--- src/isaPkg.sv ---
`default_nettype none

package isaPkg;

	localparam int dataWidth = 8;

	typedef enum logic [7:0] {
		NOP = 8'h00,
		LDA = 8'h10, // Accumulator from memory
		STA = 8'h11,
		ADD = 8'h20,
		SUB = 8'h21, // Carry holds the borrow
		AND = 8'h22,
		OR  = 8'h23,
		XOR = 8'h24,
		LDI = 8'h30,
		JMP = 8'h40,
		JZ  = 8'h41,
		JC  = 8'h42,
		IN  = 8'h50,
		OUT = 8'h51,
		HLT = 8'hFF
	} opcodeT;

	// Flag register bit positions
	localparam int flagZero  = 0;
	localparam int flagCarry = 1;
	localparam int flagCount = 2;

	// Two-byte instructions sit in rows 1 to 4
	function automatic logic hasOperand(opcodeT op);
		return op[7:4] inside {[4'h1:4'h4]};
	endfunction

	function automatic logic isLegal(opcodeT op);
		case (op)
			NOP, LDA, STA, ADD, SUB, AND, OR, XOR, LDI, JMP, JZ, JC, IN, OUT, HLT: return 1'b1;
			default: return 1'b0;
		endcase
	endfunction

endpackage

`default_nettype wire
--- src/controlFsm.sv ---
`timescale 1ns/1ps
`default_nettype none

module controlFsm (
	input  logic           clk,
	input  logic           nRst,
	input  isaPkg::opcodeT opcode,
	input  logic           zero,
	input  logic           carry,
	output logic           irLoad,
	output logic           operandLoad,
	output logic           accLoad,
	output logic           addrSelOperand,
	output logic           memWrite,
	output logic           pcIncrement,
	output logic           pcLoad,
	output logic           outStrobe,
	output logic           halted
);
	import isaPkg::*;

	typedef enum logic [1:0] {
		FETCH,
		OPERAND,
		EXECUTE,
		HALT
	} fsmStateT;

	fsmStateT state;
	fsmStateT stateNext;
	logic     jumpTaken;

	always_ff @(posedge clk or negedge nRst) begin
		if (!nRst) begin
			state <= FETCH;
		end else begin
			state <= stateNext;
		end
	end

	always_comb begin
		case (opcode)
			JMP:     jumpTaken = 1'b1;
			JZ:      jumpTaken = zero;
			JC:      jumpTaken = carry;
			default: jumpTaken = 1'b0;
		endcase
	end

	// In FETCH the opcode is the byte just read, so the length is known here
	always_comb begin
		stateNext = state;
		case (state)
			FETCH: begin
				stateNext = hasOperand(opcode) ? OPERAND : EXECUTE;
			end
			OPERAND: begin
				stateNext = EXECUTE;
			end
			EXECUTE: begin
				if (opcode == HLT || !isLegal(opcode)) begin
					stateNext = HALT;
				end else begin
					stateNext = FETCH;
				end
			end
			HALT: begin
				stateNext = HALT; // Only reset leaves
			end
			default: begin
				stateNext = FETCH;
			end
		endcase
	end

	always_comb begin
		irLoad         = 1'b0;
		operandLoad    = 1'b0;
		accLoad        = 1'b0;
		addrSelOperand = 1'b0;
		memWrite       = 1'b0;
		pcIncrement    = 1'b0;
		pcLoad         = 1'b0;
		outStrobe      = 1'b0;
		case (state)
			FETCH: begin
				irLoad      = 1'b1;
				pcIncrement = 1'b1;
			end
			OPERAND: begin
				operandLoad = 1'b1;
				pcIncrement = 1'b1;
			end
			EXECUTE: begin
				pcLoad    = jumpTaken; // Untaken jump leaves pc alone
				outStrobe = (opcode == OUT);
				memWrite  = (opcode == STA);
				case (opcode)
					LDA, ADD, SUB, AND, OR, XOR: begin
						accLoad        = 1'b1;
						addrSelOperand = 1'b1;
					end
					LDI, IN: begin
						accLoad = 1'b1;
					end
					STA: begin
						addrSelOperand = 1'b1;
					end
					default: begin
					end
				endcase
			end
			default: begin
			end
		endcase
	end

	assign halted = (state == HALT);

endmodule

`default_nettype wire

--- config.mk ---
export PLATFORM = sky130hd
export DESIGN_NAME = controlFsm
export DESIGN_NICKNAME = d
export VERILOG_FILES = /design/src/isaPkg.sv /design/src/controlFsm.sv
export SDC_FILE = /design/constraint.sdc
export NUM_CORES = 1
export LEC_CHECK = 0
export BUFFER_PORTS_ARGS = -buffer_cell sky130_fd_sc_hd__buf_2
export CORE_AREA = 3 3 40 42
export DETAILED_ROUTE_END_ITERATION = 8
export DIE_AREA = 0 0 43 45
export PLACE_DENSITY = 0.62
export SLEW_MARGIN = 20
export SYNTH_ARGS = -nofsm -noshare
export SYNTH_HDL_FRONTEND = slang
export SYNTH_SLANG_ARGS = --single-unit
--- constraint.sdc ---
create_clock -name clk -period 2.7 [get_ports clk]
set_input_delay 0.81 -clock clk [delete_from_list [all_inputs] [get_ports clk]]
set_output_delay 0.81 -clock clk [all_outputs]
set_load 0.02 [all_outputs]
==> results.py <==
metrics = {
    "run_status": {
        "status": "complete, no violations",
    },
    "min_path": {
        "hp-class": "in -> async",
    },
    "cells_and_area": {
        "top_register": "state",
        "final_cell_mix": "buf_2, nor2_1, inv_1",
        "reg_top3": "state x2",
        "drive_gt1_share_pct": 41.1,
        "final_common_cell": "buf_2",
        "nets": 87,
        "final_util_pct": 37.2,
        "area_growth_pct": 48.6,
        "largest_reg_flops": 2,
        "diodes": 0,
        "n_fill_cell": 140,
    },
    "global_route": {
        "grt_antenna_before_repair": 0,
        "grt_pass1_vias": 434,
        "grt_overflow": 0,
        "grt_max_degree": 8,
        "track_usage_pct": 12.1,
        "grt_pass1_wl_mm": 1.74,
    },
    "critical_path": {
        "crit_fanout": 5,
        "worstSetupPathType": "in -> out",
        "arrival_ns": 1.73,
        "rr_endpoint": "state[0]",
        "r2r-start": "state[0]",
        "reg2reg_depth": 2,
        "reg2reg_slack_ns": 1.76,
        "crit_required_ns": 1.89,
        "crit_family": "adder cells",
        "path_buf_inv": 2,
        "crit_path_end_kind": "output pin",
        "critPathLaunchType": "input pin",
        "path_common_cell": "buf_2",
        "slowest_delay_ns": 0.34,
        "critical_path.cell_chain": "buf_2 -> nor2_1 -> maj3_1 -> a32oi_1 -> nor4_1 -> buf_2",
        "slowest_stage": "maj3_1",
    },
    "sta": {
        "rsz0062_at_grt": "false",
        "slew-limit-headroom_pct": 83.9,
        "fmax_mhz": 394,
        "final_hold_viol_count": 0,
        "fin_crit_ns": 2.54,
        "post-route-period-util_pct": 94.0,
        "slew_viol_final": 0,
        "finalSetupViolCount": 0,
        "finClkSkew_ns": 0.000854,
        "fin_setup_tns_ns": 0,
        "worst_pin_slew_ns": 0.242,
    },
    "power": {
        "ir_drop_uv": 138,
        "total_power_w": 0.000131,
        "powerDensity_nw_per_um2": 274,
        "leakagePower_nw": 0.240,
    },
    "yosys": {
        "synth_cell_types": 23,
        "synth_seq_cells": 2,
        "synth.avg_cell_area_um2": 6.70,
        "syn_area_um2": 322,
        "syn_nets": 60,
        "seq_area_frac_synth_pct": 15.6,
        "yosys_warnings": 0,
        "synth_cells": 48,
    },
    "floorplan": {
        "io_pins": 21,
        "die_y_um": 45,
        "dieWidth_um": 43,
        "die_area_um2": 1940,
        "core_um2": 1280,
        "start_util_pct": 25.0,
        "rows": 13,
    },
    "routing": {
        "drc": 0,
        "first_pass_iters": 2,
        "routed_wirelength_mm": 1.03,
        "wl_per_cell_um": 11.7,
        "via_count": 433,
        "ant_nets": 0,
        "drtIter0Drc": 3,
        "vias_per_cell": 4.92,
    },
    "cts": {
        "postCtsResizedCells": 0,
        "cts_buffers": 3,
        "cts.sinks": 2,
        "cts_tree": "built",
        "postCtsSetupRepairBufs": 0,
        "htreeDepth": 1,
        "ctsHoldBuffers": 0,
        "clk_pin_slew_worst_paths_ns": 0.03,
        "cts_root_buf": "clkbuf_4",
        "clk_path_buf_depth": 2,
        "clk_latency_ns": 0.22,
    },
    "placement": {
        "dp_hpwl_um": 829,
        "place_congestion": 0.775,
        "port_buffers": 20,
    },
    "run": {
        "cap_violations": 0,
    },
}
==> cell families (layout without fill, tap and decap cells) <==
kind of cell,count (synthesis),after routing,share of synthesized area (%)
AND/OR/NAND/NOR,30,30,49.0
AO/OA/AOI/OAI,9,9,23.7
buffers and inverters,5,30,5.84
flip-flops,2,2,15.6
adder cells (fa/ha/maj),1,1,3.11
XOR/XNOR,1,1,2.72
==> metal layers <==
metal | wire, um | track usage [%]
met4 | 0 | 7.23
met3 | 71 | 3.59
met1 | 467 | 14.5
met2 | 490 | 19.2
met5 | 0 | 0
==> how the worst max path moves through the flow <==
| stage | from | to | slack, ns | depth (start not counted) |
|---|---|---|---|---|
| 2_1_floorplan | opcode[0] | accLoad | 0.01 | 4 |
| 4_1_cts | opcode[0] | accLoad | 0.17 | 6 |
| 6_report | opcode[0] | accLoad | 0.16 | 6 |
| 3_3_place_gp | opcode[0] | accLoad | 0.18 | 6 |
| 5_1_grt | opcode[4] | memWrite | 0.11 | 6 |
| 3_5_place_dp | opcode[0] | accLoad | 0.17 | 6 |
==> where the power goes <==
part | total, W | leakage, nW | switching [W] | internal [W]
combinational | 0.0000359 | 0.209 | 0.0000202 | 0.0000157
sequential | 0.0000302 | 0.0175 | 0 | 0.0000302
clock | 0.0000648 | 0.0138 | 0.0000159 | 0.0000490
total | 0.000131 | 0.240 | 0.0000361 | 0.0000949
==> cell usage after synthesis <==
master,number,share of area [%]
xor2_1,1,2.7
and3_1,1,1.9
a21oi_1,2,3.1
nand4_1,2,3.9
o21ai_0,2,3.1
a211oi_2,1,3.9
nor4_1,2,3.9
and2_1,2,3.9
nor2_1,10,12
nand4b_1,2,5.4
a2bb2oi_2,1,4.7
inv_1,5,5.8
dfrtp_1,2,16
nor2_2,2,3.9
a32oi_1,1,2.7
nor3b_1,1,2.3
nor3_1,1,1.6
maj3_1,1,3.1
nand2_1,4,4.7
nand2b_1,1,1.9
a32o_2,1,3.5
nor2b_1,2,3.9
a211o_1,1,2.7
==> worst reg2reg max path, stage by stage (launching register included) <==
cell and delay [ns]:
dfrtp_1 0.41, nand2b_1 0.24, a2bb2oi_2 0.17
==> final cells by class <==
class                      count  area [um^2]  share of cell area [%]
multi-input combinational     41          253                    52.9
timing repair buffer          22          115                    24.1
sequential                     2         50.0                    10.5
clock buffer                   3         22.5                    4.71
inverter                       5         18.8                    3.93
tap                           15         18.8                    3.93
==> through the flow <==
step           hold WS (ns)  setup slack [ns]  cell area [um^2]  instances
2_1_floorplan         0.500            0.0102               322         48
3_3_place_gp          0.538             0.175               455         85
3_5_place_dp          0.545             0.168               455         85
4_1_cts               0.357             0.167               478         88
5_1_grt               0.350             0.113               478         88
6_report              0.366             0.163               478         88
Note: power is estimated with default switching activity, not from simulation.
