`config.mk`:
```
export PLATFORM = sky130hd
export DESIGN_NAME = upMemory
export DESIGN_NICKNAME = d
export VERILOG_FILES = /design/src/memMapPkg.sv /design/src/isaPkg.sv /design/src/upMemory.sv
export SDC_FILE = /design/constraint.sdc
export NUM_CORES = 2
export LEC_CHECK = 0
export BUFFER_PORTS_ARGS = -buffer_cell sky130_fd_sc_hd__buf_4
export CORE_MARGIN = 4
export CORE_UTILIZATION = 24
export CTS_CLUSTER_SIZE = 20
export DETAILED_ROUTE_END_ITERATION = 10
export PLACE_DENSITY_LB_ADDON = 0.12
export SETUP_SLACK_MARGIN = 0.5
export SLEW_MARGIN = 20
export SYNTH_ARGS = -nofsm -noshare
export SYNTH_HDL_FRONTEND = slang
export SYNTH_SLANG_ARGS = --single-unit
```
`constraint.sdc`:
```
create_clock -name clk -period 2.89 [get_ports clk]
set_input_delay 0.578 -clock clk [delete_from_list [all_inputs] [get_ports clk]]
set_output_delay 0.578 -clock clk [all_outputs]
set_load 0.05 [all_outputs]
```
`src/memMapPkg.sv`:
```
`default_nettype none

package memMapPkg;

	localparam int addrWidth  = 8;
	localparam int memDepth   = 256;
	localparam int watchAddr  = 127;
	localparam int progLength = 55;

	// Variable x lives at 80h and the pass counter at 81h
	// Constants start right after the HLT
	localparam logic [7:0] resetImage [progLength] = '{
		8'h50,        // 00 IN
		8'h11, 8'h80, // 01 STA x
		8'h21, 8'h30, // 03 SUB 80h
		8'h42, 8'h08, // 05 JC 08 skips the first OUT on a borrow
		8'h51,        // 07 OUT
		8'h10, 8'h80, // 08 LDA x
		8'h22, 8'h31, // 0A AND 03h
		8'h20, 8'h32, // 0C ADD 01h gives 1 to 4 passes
		8'h11, 8'h81, // 0E STA cnt
		8'h10, 8'h80, // 10 LDA x
		8'h20, 8'h33, // 12 ADD 37h
		8'h22, 8'h34, // 14 AND F5h
		8'h23, 8'h35, // 16 OR 08h
		8'h24, 8'h36, // 18 XOR 5Ah
		8'h11, 8'h80, // 1A STA x
		8'h51,        // 1C OUT
		8'h10, 8'h81, // 1D LDA cnt
		8'h21, 8'h32, // 1F SUB 01h
		8'h11, 8'h81, // 21 STA cnt
		8'h41, 8'h27, // 23 JZ 27
		8'h40, 8'h10, // 25 JMP 10
		8'h10, 8'h80, // 27 LDA x
		8'h11, 8'h7F, // 29 STA to the watch byte
		8'h51,        // 2B OUT
		8'h30, 8'h3C, // 2C LDI 3Ch
		8'h51,        // 2E OUT
		8'hFF,        // 2F HLT
		8'h80, 8'h03, 8'h01, 8'h37,
		8'hF5, 8'h08, 8'h5A
	};

endpackage

`default_nettype wire

```
`src/isaPkg.sv`:
```
`default_nettype none

package isaPkg;

	localparam int dataWidth = 8;

	typedef enum logic [7:0] {
		NOP = 8'h00,
		LDA = 8'h10, // Accumulator from memory
		STA = 8'h11,
		ADD = 8'h20,
		SUB = 8'h21, // Carry holds the borrow
		AND = 8'h22,
		OR  = 8'h23,
		XOR = 8'h24,
		LDI = 8'h30,
		JMP = 8'h40,
		JZ  = 8'h41,
		JC  = 8'h42,
		IN  = 8'h50,
		OUT = 8'h51,
		HLT = 8'hFF
	} opcodeT;

	// Flag register bit positions
	localparam int flagZero  = 0;
	localparam int flagCarry = 1;
	localparam int flagCount = 2;

	// Two-byte instructions sit in rows 1 to 4
	function automatic logic hasOperand(opcodeT op);
		return op[7:4] inside {[4'h1:4'h4]};
	endfunction

	function automatic logic isLegal(opcodeT op);
		case (op)
			NOP, LDA, STA, ADD, SUB, AND, OR, XOR, LDI, JMP, JZ, JC, IN, OUT, HLT: return 1'b1;
			default: return 1'b0;
		endcase
	endfunction

endpackage

`default_nettype wire
```
`src/upMemory.sv`:
```
`timescale 1ns/1ps
`default_nettype none

module upMemory (
	input  logic                            clk,
	input  logic                            nRst,
	input  logic [memMapPkg::addrWidth-1:0] address,
	input  logic [isaPkg::dataWidth-1:0]    writeData,
	input  logic                            writeEnable,
	output logic [isaPkg::dataWidth-1:0]    readData,
	output logic [isaPkg::dataWidth-1:0]    testByte
);
	import isaPkg::*;
	import memMapPkg::*;

	logic [dataWidth-1:0] mem [memDepth];

	assign readData = mem[address]; // Asynchronous read
	assign testByte = mem[watchAddr];

	always_ff @(posedge clk or negedge nRst) begin
		if (!nRst) begin
			for (int i = 0; i < memDepth; i++) begin
				mem[i] <= '0;
			end
			// Program bytes override the cleared low addresses
			for (int i = 0; i < progLength; i++) begin
				mem[i] <= resetImage[i];
			end
		end else if (writeEnable) begin
			mem[address] <= writeData;
		end
	end

endmodule

`default_nettype wire

```
==> out/qor.csv <==
stage,metric,value,unit
logic_synthesis,post-synth top area share,0.513,
logic_synthesis,"top cells by count, synth","2048 x mux2_2, 1916 x dfrtp_1, 512 x mux4_2",
outcome,status,finished with violations,
finish,post-route cell area,0.118,mm²
finish,area occupied by registers,0.0514,mm²
grt,met3 Resource Use GR,0.0232,
setup_path,Crit Reg-Reg Endpoint,testByte[7],
placed_design,placed cell count,11400,
cts,clock-pin slew on the worst setup and hold paths,0.06,ns
setup_path,WP data required,2.31,ns
finish,share of post-route cells with drive strength above 1,0.641,
route,Iteration-0 DRC Markers,2774,
setup_path,worst reg2reg startpoint,testByte[7],
sta,post-layout min period,4.42,ns
grt,grt ovf,0,
grt,met1 Usage GRT,0.219,
grt,busiest grt layer,met2,
hold_path,Hold Startpoint,writeData[0],
setup_path,Crit Path Class,reg2out,
placed_design,HPWL after DPL,207,mm
route,DRT antenna net count,0,
grt,first-pass GRT wire length,452,mm
setup_path,crit-path leading delay family,compound AO/OA/AOI/OAI gates,
sta,fin worst setup slack,-1.53,ns
setup_path,Critical Path Start Type,flip-flop,
floorplan,io pins,35,
setup_path,Worst setup EP type,output port,
logic_synthesis,post-synth top area cell,dfrtp_1,
setup_path,Critical Path Most Common Cell,buf_4,
setup_path,WP data arrival,3.85,ns
route,via count,54300,
logic_synthesis,count of cell types in the netlist,30,
setup_path,"Slowest-stage cell, CP",mux4_2,
logic_synthesis,"Seq/Total Area, Yosys",0.550,
sta,final period utilization,1.53,
logic_synthesis,"EDFF count, synth",0,
logic_synthesis,Synth Instances,5835,
setup_path,R2R cell count,2,
grt,GR Util All Layers,0.154,
floorplan,die area,0.400,mm²
hold_path,Worst Hold End,mem[1952],
route,# DRC,0,
setup_path,worst reg-to-reg setup slack,1.96,ns
power_and_ir_drop,Leak,54.0,nW
placed_design,port bufs,34,
cts,Num CTS Buffers,241,
logic_synthesis,Post-Syn Area,0.0936,mm²
logic_synthesis,Yosys reg bits,2048,
cts,CTS Sinks,2048,
sta,final setup fails,8,
cts,H-Tree Depth,4,
route,Routed WL,311,mm
placed_design,RePlAce Congestion,0.752,
logic_synthesis,"FFs w/ async S/R, synth",1.00,
grt,largest net degree at the start of global routing,130,
power_and_ir_drop,Design Power,68.6,mW
grt,M2 GR Usage,0.245,
cts,Root Driver,clkbuf_16,
placed_design,post-placement cell area,0.108,mm²
floorplan,Die Wd,632,µm
floorplan,core area,0.389,mm²
sta,setup TNS,-11.24,ns
route,DR vias/cell,4.58,
grt,initial antenna violation count,17,
finish,Non-Filler Instances,11900,
logic_synthesis,Mapped Nets,5854,
floorplan,Initial Utilization,0.241,
logic_synthesis,syn_area_per_cell,16.0,µm²
power_and_ir_drop,worst vdd ir,0.000624,V
logic_synthesis,"Top FF cell, synth",dfrtp_1,
hold_path,hold path cells,2,
finish,Nets,6485,
logic_synthesis,main area contributors after synthesis,"dfrtp_1 51%, mux2_2 25%, mux4_2 12%",
sta,relative slew slack,0.464,
cts,Max Buffers Root-to-Sink,4,
setup_path,crit path launch,mem[583],
setup_path,CP Buf/Inv Count,3,
finish,fillers,38700,
sta,RSZ-0062 raised after global routing,yes,
setup_path,max incr delay on CP,0.47,ns
sta,Hold Fails Final Rpt,0,
sta,max-slew violation count,0,
power_and_ir_drop,power per cell area,582,mW/mm²
floorplan,Rows,229,
logic_synthesis,most common cell in the netlist,mux2_2,
grt,vias in the first global route,59600,
logic_synthesis,warnings from Yosys,0,
sta,highest clock rate,226,MHz
sta,clk_skew,0,ns
finish,Multi-input gate area,0.0412,mm²
sta,WHS,0.209,ns
setup_path,CP Max Fanout,2,
cts,clock latency on the worst-skew pair,0.89,ns
route,first-pass iteration count of the detailed router,5,
sta,Worst Tran Pin Value,0.803,ns
flow_run,maxcap violations,0,
finish,Area growth syn-to-layout,26.0,%
cts,CTS tree,built,
outcome,failing checks,setup timing,
hold_path,Hold Path Class,in2reg,
route,DR WL/cell,26.2,µm
setup_path,CP Cell Sequence,mux4_2 > a22oi_1 > a21oi_1 > o41ai_1 > buf_4 > nand4_1 > buf_4 > buf_8,
floorplan,die height,632,µm
## worst max-delay path by stage
stage / to / slack (ns) / cells past startpoint
3_5_place_dp: readData[7] / -2.20 / 11
5_1_grt: readData[7] / -1.76 / 8
4_1_cts: readData[7] / -1.68 / 8
3_3_place_gp: readData[1] / -2.32 / 12
2_1_floorplan: readData[4] / -0.33 / 8
6_report: readData[7] / -1.53 / 8
## cell families (layout without fill, tap and decap cells)
group	count (synthesis)	after routing	synth area share
other	0	5	0
multiplexers	2560	2560	0.370
AND/OR/NAND/NOR	343	343	0.0273
AO/OA/AOI/OAI	416	416	0.0304
flip-flops	2048	2048	0.550
buffers and inverters	468	1298	0.0229
## registers in the layout, summed over array words and instances (netlist names)
signal and cells:
testByte 8, mem 2040
## worst register-to-register path, stage by stage (launching register included)
cell and delay [ns]:
dfrtp_1 0.38, buf_4 0.18, mux2_2 0.26
## repair_timing
action / in CTS / in global routing
gates resized for setup: 150 / 90
setup endpoints to repair: 9 / 8
pin swaps: 44 / 50
hold buffers: 1 / 0
buffers inserted: 4 / 31
gates cloned: 0 / 5
hold endpoints to repair: 344 / 0
## cells in the final DEF (no fill, tap or decap), types with 14 or more instances in the layout
| cell type | count |
|---|---|
| nand2_2 | 14 |
| clkbuf_16 | 247 |
| mux4_2 | 512 |
| nand2_1 | 95 |
| o41ai_2 | 15 |
| buf_4 | 523 |
| buf_6 | 19 |
| a22oi_2 | 77 |
| buf_12 | 277 |
| bufinv_16 | 16 |
| nor2_2 | 70 |
| o41ai_4 | 16 |
| clkinv_2 | 28 |
| buf_8 | 18 |
| dfrtp_1 | 1916 |
| nor2_8 | 40 |
| nor2_1 | 37 |
| a22oi_1 | 179 |
| a21oi_2 | 36 |
| a21oi_1 | 72 |
| a21oi_4 | 20 |
| clkbuf_1 | 65 |
| dfstp_2 | 132 |
| mux2_2 | 2048 |
| clkbuf_8 | 80 |
| nor2_4 | 45 |
## cell type report
class                           count  area share
Antenna cell                        5    0.000106
Clock buffer                      387      0.0628
Clock inverter                     55     0.00717
Inverter                            1   0.0000319
Multi-Input combinational cell   3319       0.350
Sequential cell                  2048       0.436
Tap cell                         5197      0.0552
Timing Repair Buffer              855      0.0884
## where the power goes
part / total, mW / internal (mW) / leakage (nW) / switching [mW]
registers: 30.8 / 30.1 / 27.8 / 0.660
logic: 6.01 / 2.78 / 22.1 / 3.23
clock network: 31.8 / 18.9 / 4.07 / 12.9
## per-layer routing
layer | vias up | share of wire
li1 | 23300 | -
met5 | - | 0.00010
met4 | 4 | 0.025
met3 | 372 | 0.034
met1 | 29900 | 0.47
met2 | 706 | 0.47
## per-stage QoR
stage                util  worst slack, ns
finish              0.303            -1.53
floorplan               -           -0.329
CTS                 0.301            -1.68
global route        0.303            -1.76
global placement    0.278            -2.32
detailed placement  0.278            -2.20
(Power assumes the default switching activity.)
