`config.mk`:
```
export PLATFORM = sky130hd
export DESIGN_NAME = progCounter
export DESIGN_NICKNAME = d
export VERILOG_FILES = /design/src/memMapPkg.sv /design/src/progCounter.sv
export SDC_FILE = /design/constraint.sdc
export NUM_CORES = 1
export LEC_CHECK = 0
export BUFFER_PORTS_ARGS = -buffer_cell sky130_fd_sc_hd__buf_2
export CAP_MARGIN = 10
export CORE_AREA = 2 2 39 41
export DETAILED_ROUTE_END_ITERATION = 12
export DIE_AREA = 0 0 41 43
export MAX_ROUTING_LAYER = met4
export PLACE_DENSITY_LB_ADDON = 0.25
export SLEW_MARGIN = 30
export SYNTH_ARGS = -nofsm -noshare
export SYNTH_HDL_FRONTEND = slang
export SYNTH_SLANG_ARGS = --single-unit
```
`constraint.sdc`:
```
create_clock -name clk -period 3.55 [get_ports clk]
set_input_delay 0.1775 -clock clk [delete_from_list [all_inputs] [get_ports clk]]
set_output_delay 0.1775 -clock clk [all_outputs]
set_load 0.05 [all_outputs]
```
`src/memMapPkg.sv`:
```
`default_nettype none

package memMapPkg;

	localparam int addrWidth  = 8;
	localparam int memDepth   = 256;
	localparam int watchAddr  = 127;
	localparam int progLength = 55;

	// Variable x lives at 80h and the pass counter at 81h
	// Constants start right after the HLT
	localparam logic [7:0] resetImage [progLength] = '{
		8'h50,        // 00 IN
		8'h11, 8'h80, // 01 STA x
		8'h21, 8'h30, // 03 SUB 80h
		8'h42, 8'h08, // 05 JC 08 skips the first OUT on a borrow
		8'h51,        // 07 OUT
		8'h10, 8'h80, // 08 LDA x
		8'h22, 8'h31, // 0A AND 03h
		8'h20, 8'h32, // 0C ADD 01h gives 1 to 4 passes
		8'h11, 8'h81, // 0E STA cnt
		8'h10, 8'h80, // 10 LDA x
		8'h20, 8'h33, // 12 ADD 37h
		8'h22, 8'h34, // 14 AND F5h
		8'h23, 8'h35, // 16 OR 08h
		8'h24, 8'h36, // 18 XOR 5Ah
		8'h11, 8'h80, // 1A STA x
		8'h51,        // 1C OUT
		8'h10, 8'h81, // 1D LDA cnt
		8'h21, 8'h32, // 1F SUB 01h
		8'h11, 8'h81, // 21 STA cnt
		8'h41, 8'h27, // 23 JZ 27
		8'h40, 8'h10, // 25 JMP 10
		8'h10, 8'h80, // 27 LDA x
		8'h11, 8'h7F, // 29 STA to the watch byte
		8'h51,        // 2B OUT
		8'h30, 8'h3C, // 2C LDI 3Ch
		8'h51,        // 2E OUT
		8'hFF,        // 2F HLT
		8'h80, 8'h03, 8'h01, 8'h37,
		8'hF5, 8'h08, 8'h5A
	};

endpackage

`default_nettype wire

```
`src/progCounter.sv`:
```
`timescale 1ns/1ps
`default_nettype none

module progCounter (
	input  logic                            clk,
	input  logic                            nRst,
	input  logic                            increment,
	input  logic                            load,
	input  logic [memMapPkg::addrWidth-1:0] loadValue,
	output logic [memMapPkg::addrWidth-1:0] pc
);
	import memMapPkg::*;

	logic [addrWidth-1:0] pcNext;

	always_comb begin
		pcNext = pc;
		if (load) begin
			pcNext = loadValue; // Jump target wins
		end else if (increment) begin
			pcNext = pc + 1'b1; // Wraps past the top byte
		end
	end

	always_ff @(posedge clk or negedge nRst) begin
		if (!nRst) begin
			pc <= '0;
		end else begin
			pc <= pcNext;
		end
	end

endmodule

`default_nettype wire

```
==> results of run 1 <==
logic make-up after synthesis:
family	Yosys count	share of synthesized area
AO/OA/AOI/OAI	8	0.0889
multiplexers	1	0.0222
buffers and inverters	3	0.0333
XOR/XNOR	4	0.0778
adder cells (fa/ha/maj)	1	0.0278
flip-flops	8	0.444
AND/OR/NAND/NOR	24	0.306
through the flow:
step	setup slack (ps)	area, um^2	std cells	utilization
4_1_cts	2190	583	85	0.421
2_1_floorplan	1880	450	49	-
3_5_place_dp	2200	551	81	0.398
5_1_grt	2120	583	85	0.421
6_report	2200	583	85	0.421
3_3_place_gp	2240	551	81	0.398
power groups by stage:
stage | combinational, uW | clock, uW | sequential, uW
6_report | 81.3 | 71.3 | 115
5_1_grt | 88.1 | 78.8 | 118
4_1_cts | 82.4 | 72.7 | 115
3_5_place_dp | 81.0 | 0 | 117
3_3_place_gp | 80.3 | 0 | 116
2_1_floorplan | 23.9 | 0 | 151
Yosys cell counts:
cell type  count
nand2_1       10
ha_1           1
nand4_1        2
xnor2_1        1
nor2b_1        3
clkbuf_1       2
or4_1          3
xor2_1         3
dfrtp_1        8
buf_4          1
nand3_1        5
nand4_4        1
o21ai_1        2
o21ai_0        6
mux2i_1        1
layout by cell type (no fill, tap or decap), drive strengths merged, types with 3 or more instances in the layout:
| cell | n |
|---|---|
| nand3 | 5 |
| dfrtp | 8 |
| o21ai | 8 |
| buf | 19 |
| nor2b | 3 |
| nand4 | 3 |
| nand2 | 10 |
| clkbuf | 3 |
| xor2 | 3 |
| or4 | 3 |
worst register-to-register path: stages, from the launching register on:
cell     delay [ps]
dfrtp_1         440
ha_1            220
nand3_1          80
or4_1           470
nand3_1          90
how the worst max path moves through the flow:
stage,startpoint,to,slack (ps),cells past startpoint
final,pc[0]$_DFFE_PN0P_,pc[6]$_DFFE_PN0P_,2200,4
after global placement,pc[0]$_DFFE_PN0P_,pc[6]$_DFFE_PN0P_,2240,4
after global routing,pc[0]$_DFFE_PN0P_,pc[6]$_DFFE_PN0P_,2120,4
after detailed placement,pc[0]$_DFFE_PN0P_,pc[6]$_DFFE_PN0P_,2200,4
after CTS,pc[0]$_DFFE_PN0P_,pc[6]$_DFFE_PN0P_,2190,4
after floorplan,pc[0]$_DFFE_PN0P_,pc[6]$_DFFE_PN0P_,1880,4
final cells by class:
type | count | area, um^2 | share of cell area
repair buffers | 20 | 105 | 0.180
well taps | 16 | 20.0 | 0.0343
flip-flops and latches | 8 | 200 | 0.343
clock buffers | 3 | 22.5 | 0.0386
multi-input cells | 38 | 235 | 0.403
metal layers:
| metal | global-route usage | vias to the layer above | wire length (um) |
|---|---|---|---|
| met4 | 0.100 | 0 | 14 |
| li1 | - | 214 | - |
| met2 | 0.188 | 9 | 494 |
| met1 | 0.205 | 190 | 422 |
| met3 | 0.0471 | 2 | 42 |
| met5 | - | - | 0 |
timing repair:
action / CTS / global route
endpoints found under the setup margin: 0 / 0
buffers inserted: 0 / 0
endpoints found under the hold margin: 8 / 0
hold buffers: 1 / 0
==> results.yml, run 1 <==
run_status:
  status: "finished, final reports clean"
hold_path:
  hp-start: "loadValue[6]"
  min_delay_path_depth: 3
  whs_endpoint: "pc[6]$_DFFE_PN0P_"
  holdCritPathClass: "primary input to register"
power:
  p_switching_uw: 104
  p_leak_uw: 0.000272
  cellPowerDensity_nw_per_um2: 460
  p_int_uw: 164
  netSwitchingFraction: 0.387
  comb_power_share: 0.303
  irDropWorstVdd_v: 0.000253
  power_uw: 268
  clockPowerShare: 0.266
  power_frac_seq: 0.431
routing:
  drt_iter0_markers: 1
  drt_pre_antenna_iters: 2
  wl_per_cell_um: 11.4
  vias: 415
  via_per_inst: 4.88
  drt-total-wl_um: 973
  ant_nets: 0
  drc: 0
synth:
  synth-seq-cells: 8
  syn_avg_cell_area_um2: 9.19
  netlist.area_leader.share: 0.444
  synth_cell_type_count: 15
  synth.largest_area_cell: "dfrtp_1"
  ys_top_cells_by_area: "dfrtp_1 44%, nand2_1 8.3%, o21ai_0 6.7%"
  syn_inst: 49
  yosysWarnings: 0
  syn_area_um2: 450
  seq_area_frac_synth: 0.444
  synth_fp_nets: 62
clocking:
  cts_max_path_buffers: 2
  h-tree-depth: 1
  numCtsBuffers: 3
  cts.clk_slew.worst_paths_ps: 60
  cts-root-buf: "clkbuf_4"
  cts_num_sinks: 8
  cts_resized: 0
  clkLatencyLatePin_ps: 260
  cts_tree: "yes"
setup_path:
  cp_data_arrival_time_ps: 1540
  cp_slowest_stage_delay_ps: 470
  worstPathCellList: "ha_1 > nand3_1 > or4_1 > nand3_1"
  path_max_fanout: 4
  reg2reg_depth: 4
  endpoint_kind: "register"
  r2r_start: "pc[0]$_DFFE_PN0P_"
  worstSetupStartpointType: "register"
  criticalPathCategory: "register to register"
  crit_top_cell: "nand3_1"
  crit_buf_inv: 0
  worstPathRequired_ps: 3750
  rrSetupSlack_ps: 2200
  cp_top_family: "simple AND/OR/NAND/NOR gates"
  worstReg2RegEnd: "pc[6]$_DFFE_PN0P_"
  slowest_stage: "or4_1"
finish:
  fillCellCount: 141
  drive_above_1_share: 0.333
  syn_to_final_growth_pct: 29.4
  reg.largest.list: "pc: 8 flops"
  largest_reg_flops: 8
  insertedDiodeCount: 0
  largest-register: "pc"
  layout.nets: 84
global_route:
  antenna_found_initial: 0
  grt_pass1_vias: 346
  grt-ovfl-total: 0
  grt_usage: 0.152
  grt_max_degree: 20
  grt_pass1_wl_um: 1670
sta:
  fmax_mhz: 743
  finalSetupTns_ps: 0
  setup_violations: 0
  rsz0062_at_grt: "no"
  tightest_slew_ps: 288
  drv_slew: 0
  period_minus_slack_ps: 1350
  clock_skew_ps: 8.69
  finalHoldViolations: 0
  slew_headroom: 0.808
  hold_ws_ps: 116
  post-route-period-util: 0.379
placement:
  dp_hpwl_um: 709
  io_buffers: 19
  gp_congestion: 0.735
die:
  start_util: 0.325
  num_rows: 14
  core_um2: 1380
  die_h_um: 43
  die_x_um: 41
  io_pins: 20
  die_area_um2: 1760
job:
  drv_cap: 0
(Power assumes the default switching activity.)
==> run 2: changes to the inputs <==
--- a/config.mk
+++ b/config.mk
@@ -5,6 +5,7 @@
 export SDC_FILE = /design/constraint.sdc
 export NUM_CORES = 1
 export LEC_CHECK = 0
+export ABC_AREA = 1
 export BUFFER_PORTS_ARGS = -buffer_cell sky130_fd_sc_hd__buf_2
 export CAP_MARGIN = 10
 export CORE_AREA = 2 2 39 41
==> constraint.sdc (replaced) <==
create_clock -name clk -period 1.3 [get_ports clk]
set_input_delay 0.065 -clock clk [delete_from_list [all_inputs] [get_ports clk]]
set_output_delay 0.065 -clock clk [all_outputs]
set_load 0.05 [all_outputs]
==> results.yml, run 2 <==
clocking:
  cts_max_path_buffers: 2
  clkLatencyLatePin_ps: 250
  cts_resized: 0
  holdBufCountCts: 1
  cts-root-buf: "clkbuf_4"
  post-cts-setup-buffers: 0
  numCtsBuffers: 3
  h-tree-depth: 1
  cts_tree: "yes"
  cts.clk_slew.worst_paths_ps: 60
  cts_num_sinks: 8
setup_path:
  worstPathCellList: "ha_1 > nand3_1 > xnor2_1 > nand2_1 > nand2_1"
  cp_top_family: "flip-flops"
  slowest_stage: "dfrtp_2"
  criticalPathCategory: "register to register"
  endpoint_kind: "register"
  path_max_fanout: 5
  cp_slowest_stage_delay_ps: 430
  crit_top_cell: "nand2_1"
  crit_buf_inv: 0
  worstSetupStartpointType: "register"
  worstPathRequired_ps: 1480
  cp_data_arrival_time_ps: 1280
sta:
  slew_headroom: 0.798
  drv_slew: 0
  finalSetupTns_ps: 0
  setup_violations: 0
  rsz0062_at_grt: "no"
  post-route-period-util: 0.845
  hold_ws_ps: 26.2
  clock_skew_ps: 10.7
  fmax_mhz: 911
  tightest_slew_ps: 303
  finalHoldViolations: 0
  period_minus_slack_ps: 1100
  finalWorstSetupSlack_ps: 202
placement:
  dpl_cell_area_um2: 611
  io_buffers: 19
  gp_congestion: 0.703
  place_ws_ps: 226
  dp_hpwl_um: 841
hold_path:
  holdCritPathClass: "primary input to register"
synth:
  ys_top_cells_by_area: "dfrtp_1 40%, nand2_1 17%, nand3_1 10%"
  syn_avg_cell_area_um2: 8.05
  synth_fp_nets: 75
  syn_area_um2: 499
  synth_cell_type_count: 15
  synth.most_common_cell: "nand2_1"
  seq_area_frac_synth: 0.401
  yosysWarnings: 0
  async_flop_share: 1.00
  synth.largest_area_cell: "dfrtp_1"
  synth-seq-cells: 8
  netlist.area_leader.share: 0.401
  synth_edf_count: 0
  synth_commonest_cells: "22 x nand2_1, 10 x nand3_1, 8 x dfrtp_1"
  synth_top_flop_cell: "dfrtp_1"
  syn_inst: 62
global_route:
  grt-ovfl-total: 0
  grt_usage: 0.168
  grt_pass1_vias: 457
  grt_max_degree: 11
  antenna_found_initial: 0
  grt_pass1_wl_um: 1970
die:
  io_pins: 20
  die_h_um: 43
  num_rows: 14
  die_x_um: 41
  die_area_um2: 1760
  start_util: 0.361
  core_um2: 1380
power:
  p_leak_uw: 0.000328
  comb_power_share: 0.328
  p_int_uw: 473
  cellPowerDensity_nw_per_um2: 1200
  p_switching_uw: 306
  netSwitchingFraction: 0.393
  irDropWorstVdd_v: 0.000680
  clockPowerShare: 0.261
  power_frac_seq: 0.411
  power_uw: 779
finish:
  layout.nets: 99
  multiInputGateArea_um2: 277
  mostFrequentLayoutCell: "nand2_1"
  finish.instance_area_um2: 647
  largest-register: "pc"
  seq_area_um2: 204
  final_cell_mix: "22 x nand2_1, 19 x buf_2, 10 x nand3_1"
  drive_above_1_share: 0.353
  fillCellCount: 154
  syn_to_final_growth_pct: 29.6
  largest_reg_flops: 8
  reg.largest.list: "pc: 8 flops"
  insertedDiodeCount: 0
routing:
  drt_iter0_markers: 9
  wl_per_cell_um: 11.0
  drt-total-wl_um: 1120
  ant_nets: 0
  drt_pre_antenna_iters: 5
  vias: 496
  via_per_inst: 4.91
  drc: 0
job:
  drv_cap: 0
run_status:
  status: "finished, final reports clean"
==> run 2: final cells by class <==
cell class | count | area share
flip-flops and latches | 8 | 0.315
multi-input cells | 49 | 0.427
well taps | 16 | 0.0309
repair buffers | 20 | 0.162
inverters | 4 | 0.0232
clock buffers | 4 | 0.0406
==> run 2: tightest hold or removal path: stages <==
cell	delay, ps
buf_2	80
nand2_1	40
nand3_1	70
==> run 2: power by group through the flow <==
stage	clock network (uW)	registers [uW]	logic [uW]
floorplan	0	418	89.3
global placement	0	322	252
detailed placement	0	324	254
CTS	212	320	258
global route	232	327	279
finish	204	320	255
==> run 2: cells by family after synthesis <==
group           after synthesis  synth area share
fa+ha+maj                     1            0.0251
flops                         8             0.401
simple gates                 38             0.373
buf+inv                       5            0.0451
xor+xnor                      2            0.0351
compound gates                8             0.120
==> run 2: layer usage <==
metal / global-route usage / part of all wire / up-vias / wire length (um)
li1: - / - / 254 / -
met1: 0.221 / 0.45 / 221 / 501
met2: 0.238 / 0.48 / 21 / 538
met3: 0.0471 / 0.066 / 0 / 74
met4: 0.0667 / 0 / 0 / 0
met5: - / 0 / - / 0
==> run 2: final timing paths <==
check / from / endpoint / slack (ps) / cells past startpoint
worst max register to register: pc[0]$_DFFE_PN0P_ / pc[4]$_DFFE_PN0P_ / 200 / 5
min in group asynchronous: nRst / pc[6]$_DFFE_PN0P_ / 190 / 2
max in group asynchronous: nRst / pc[0]$_DFFE_PN0P_ / 920 / 2
worst max-delay path: pc[0]$_DFFE_PN0P_ / pc[4]$_DFFE_PN0P_ / 200 / 5
worst min register to register: pc[1]$_DFFE_PN0P_ / pc[1]$_DFFE_PN0P_ / 560 / 2
worst min-delay path: loadValue[0] / pc[0]$_DFFE_PN0P_ / 30 / 3
==> run 2: stage by stage <==
stage | util | std cells
final | 0.467 | 101
after global routing | 0.467 | 101
after CTS | 0.467 | 101
after detailed placement | 0.441 | 96
after global placement | 0.441 | 96
after floorplan | - | 62
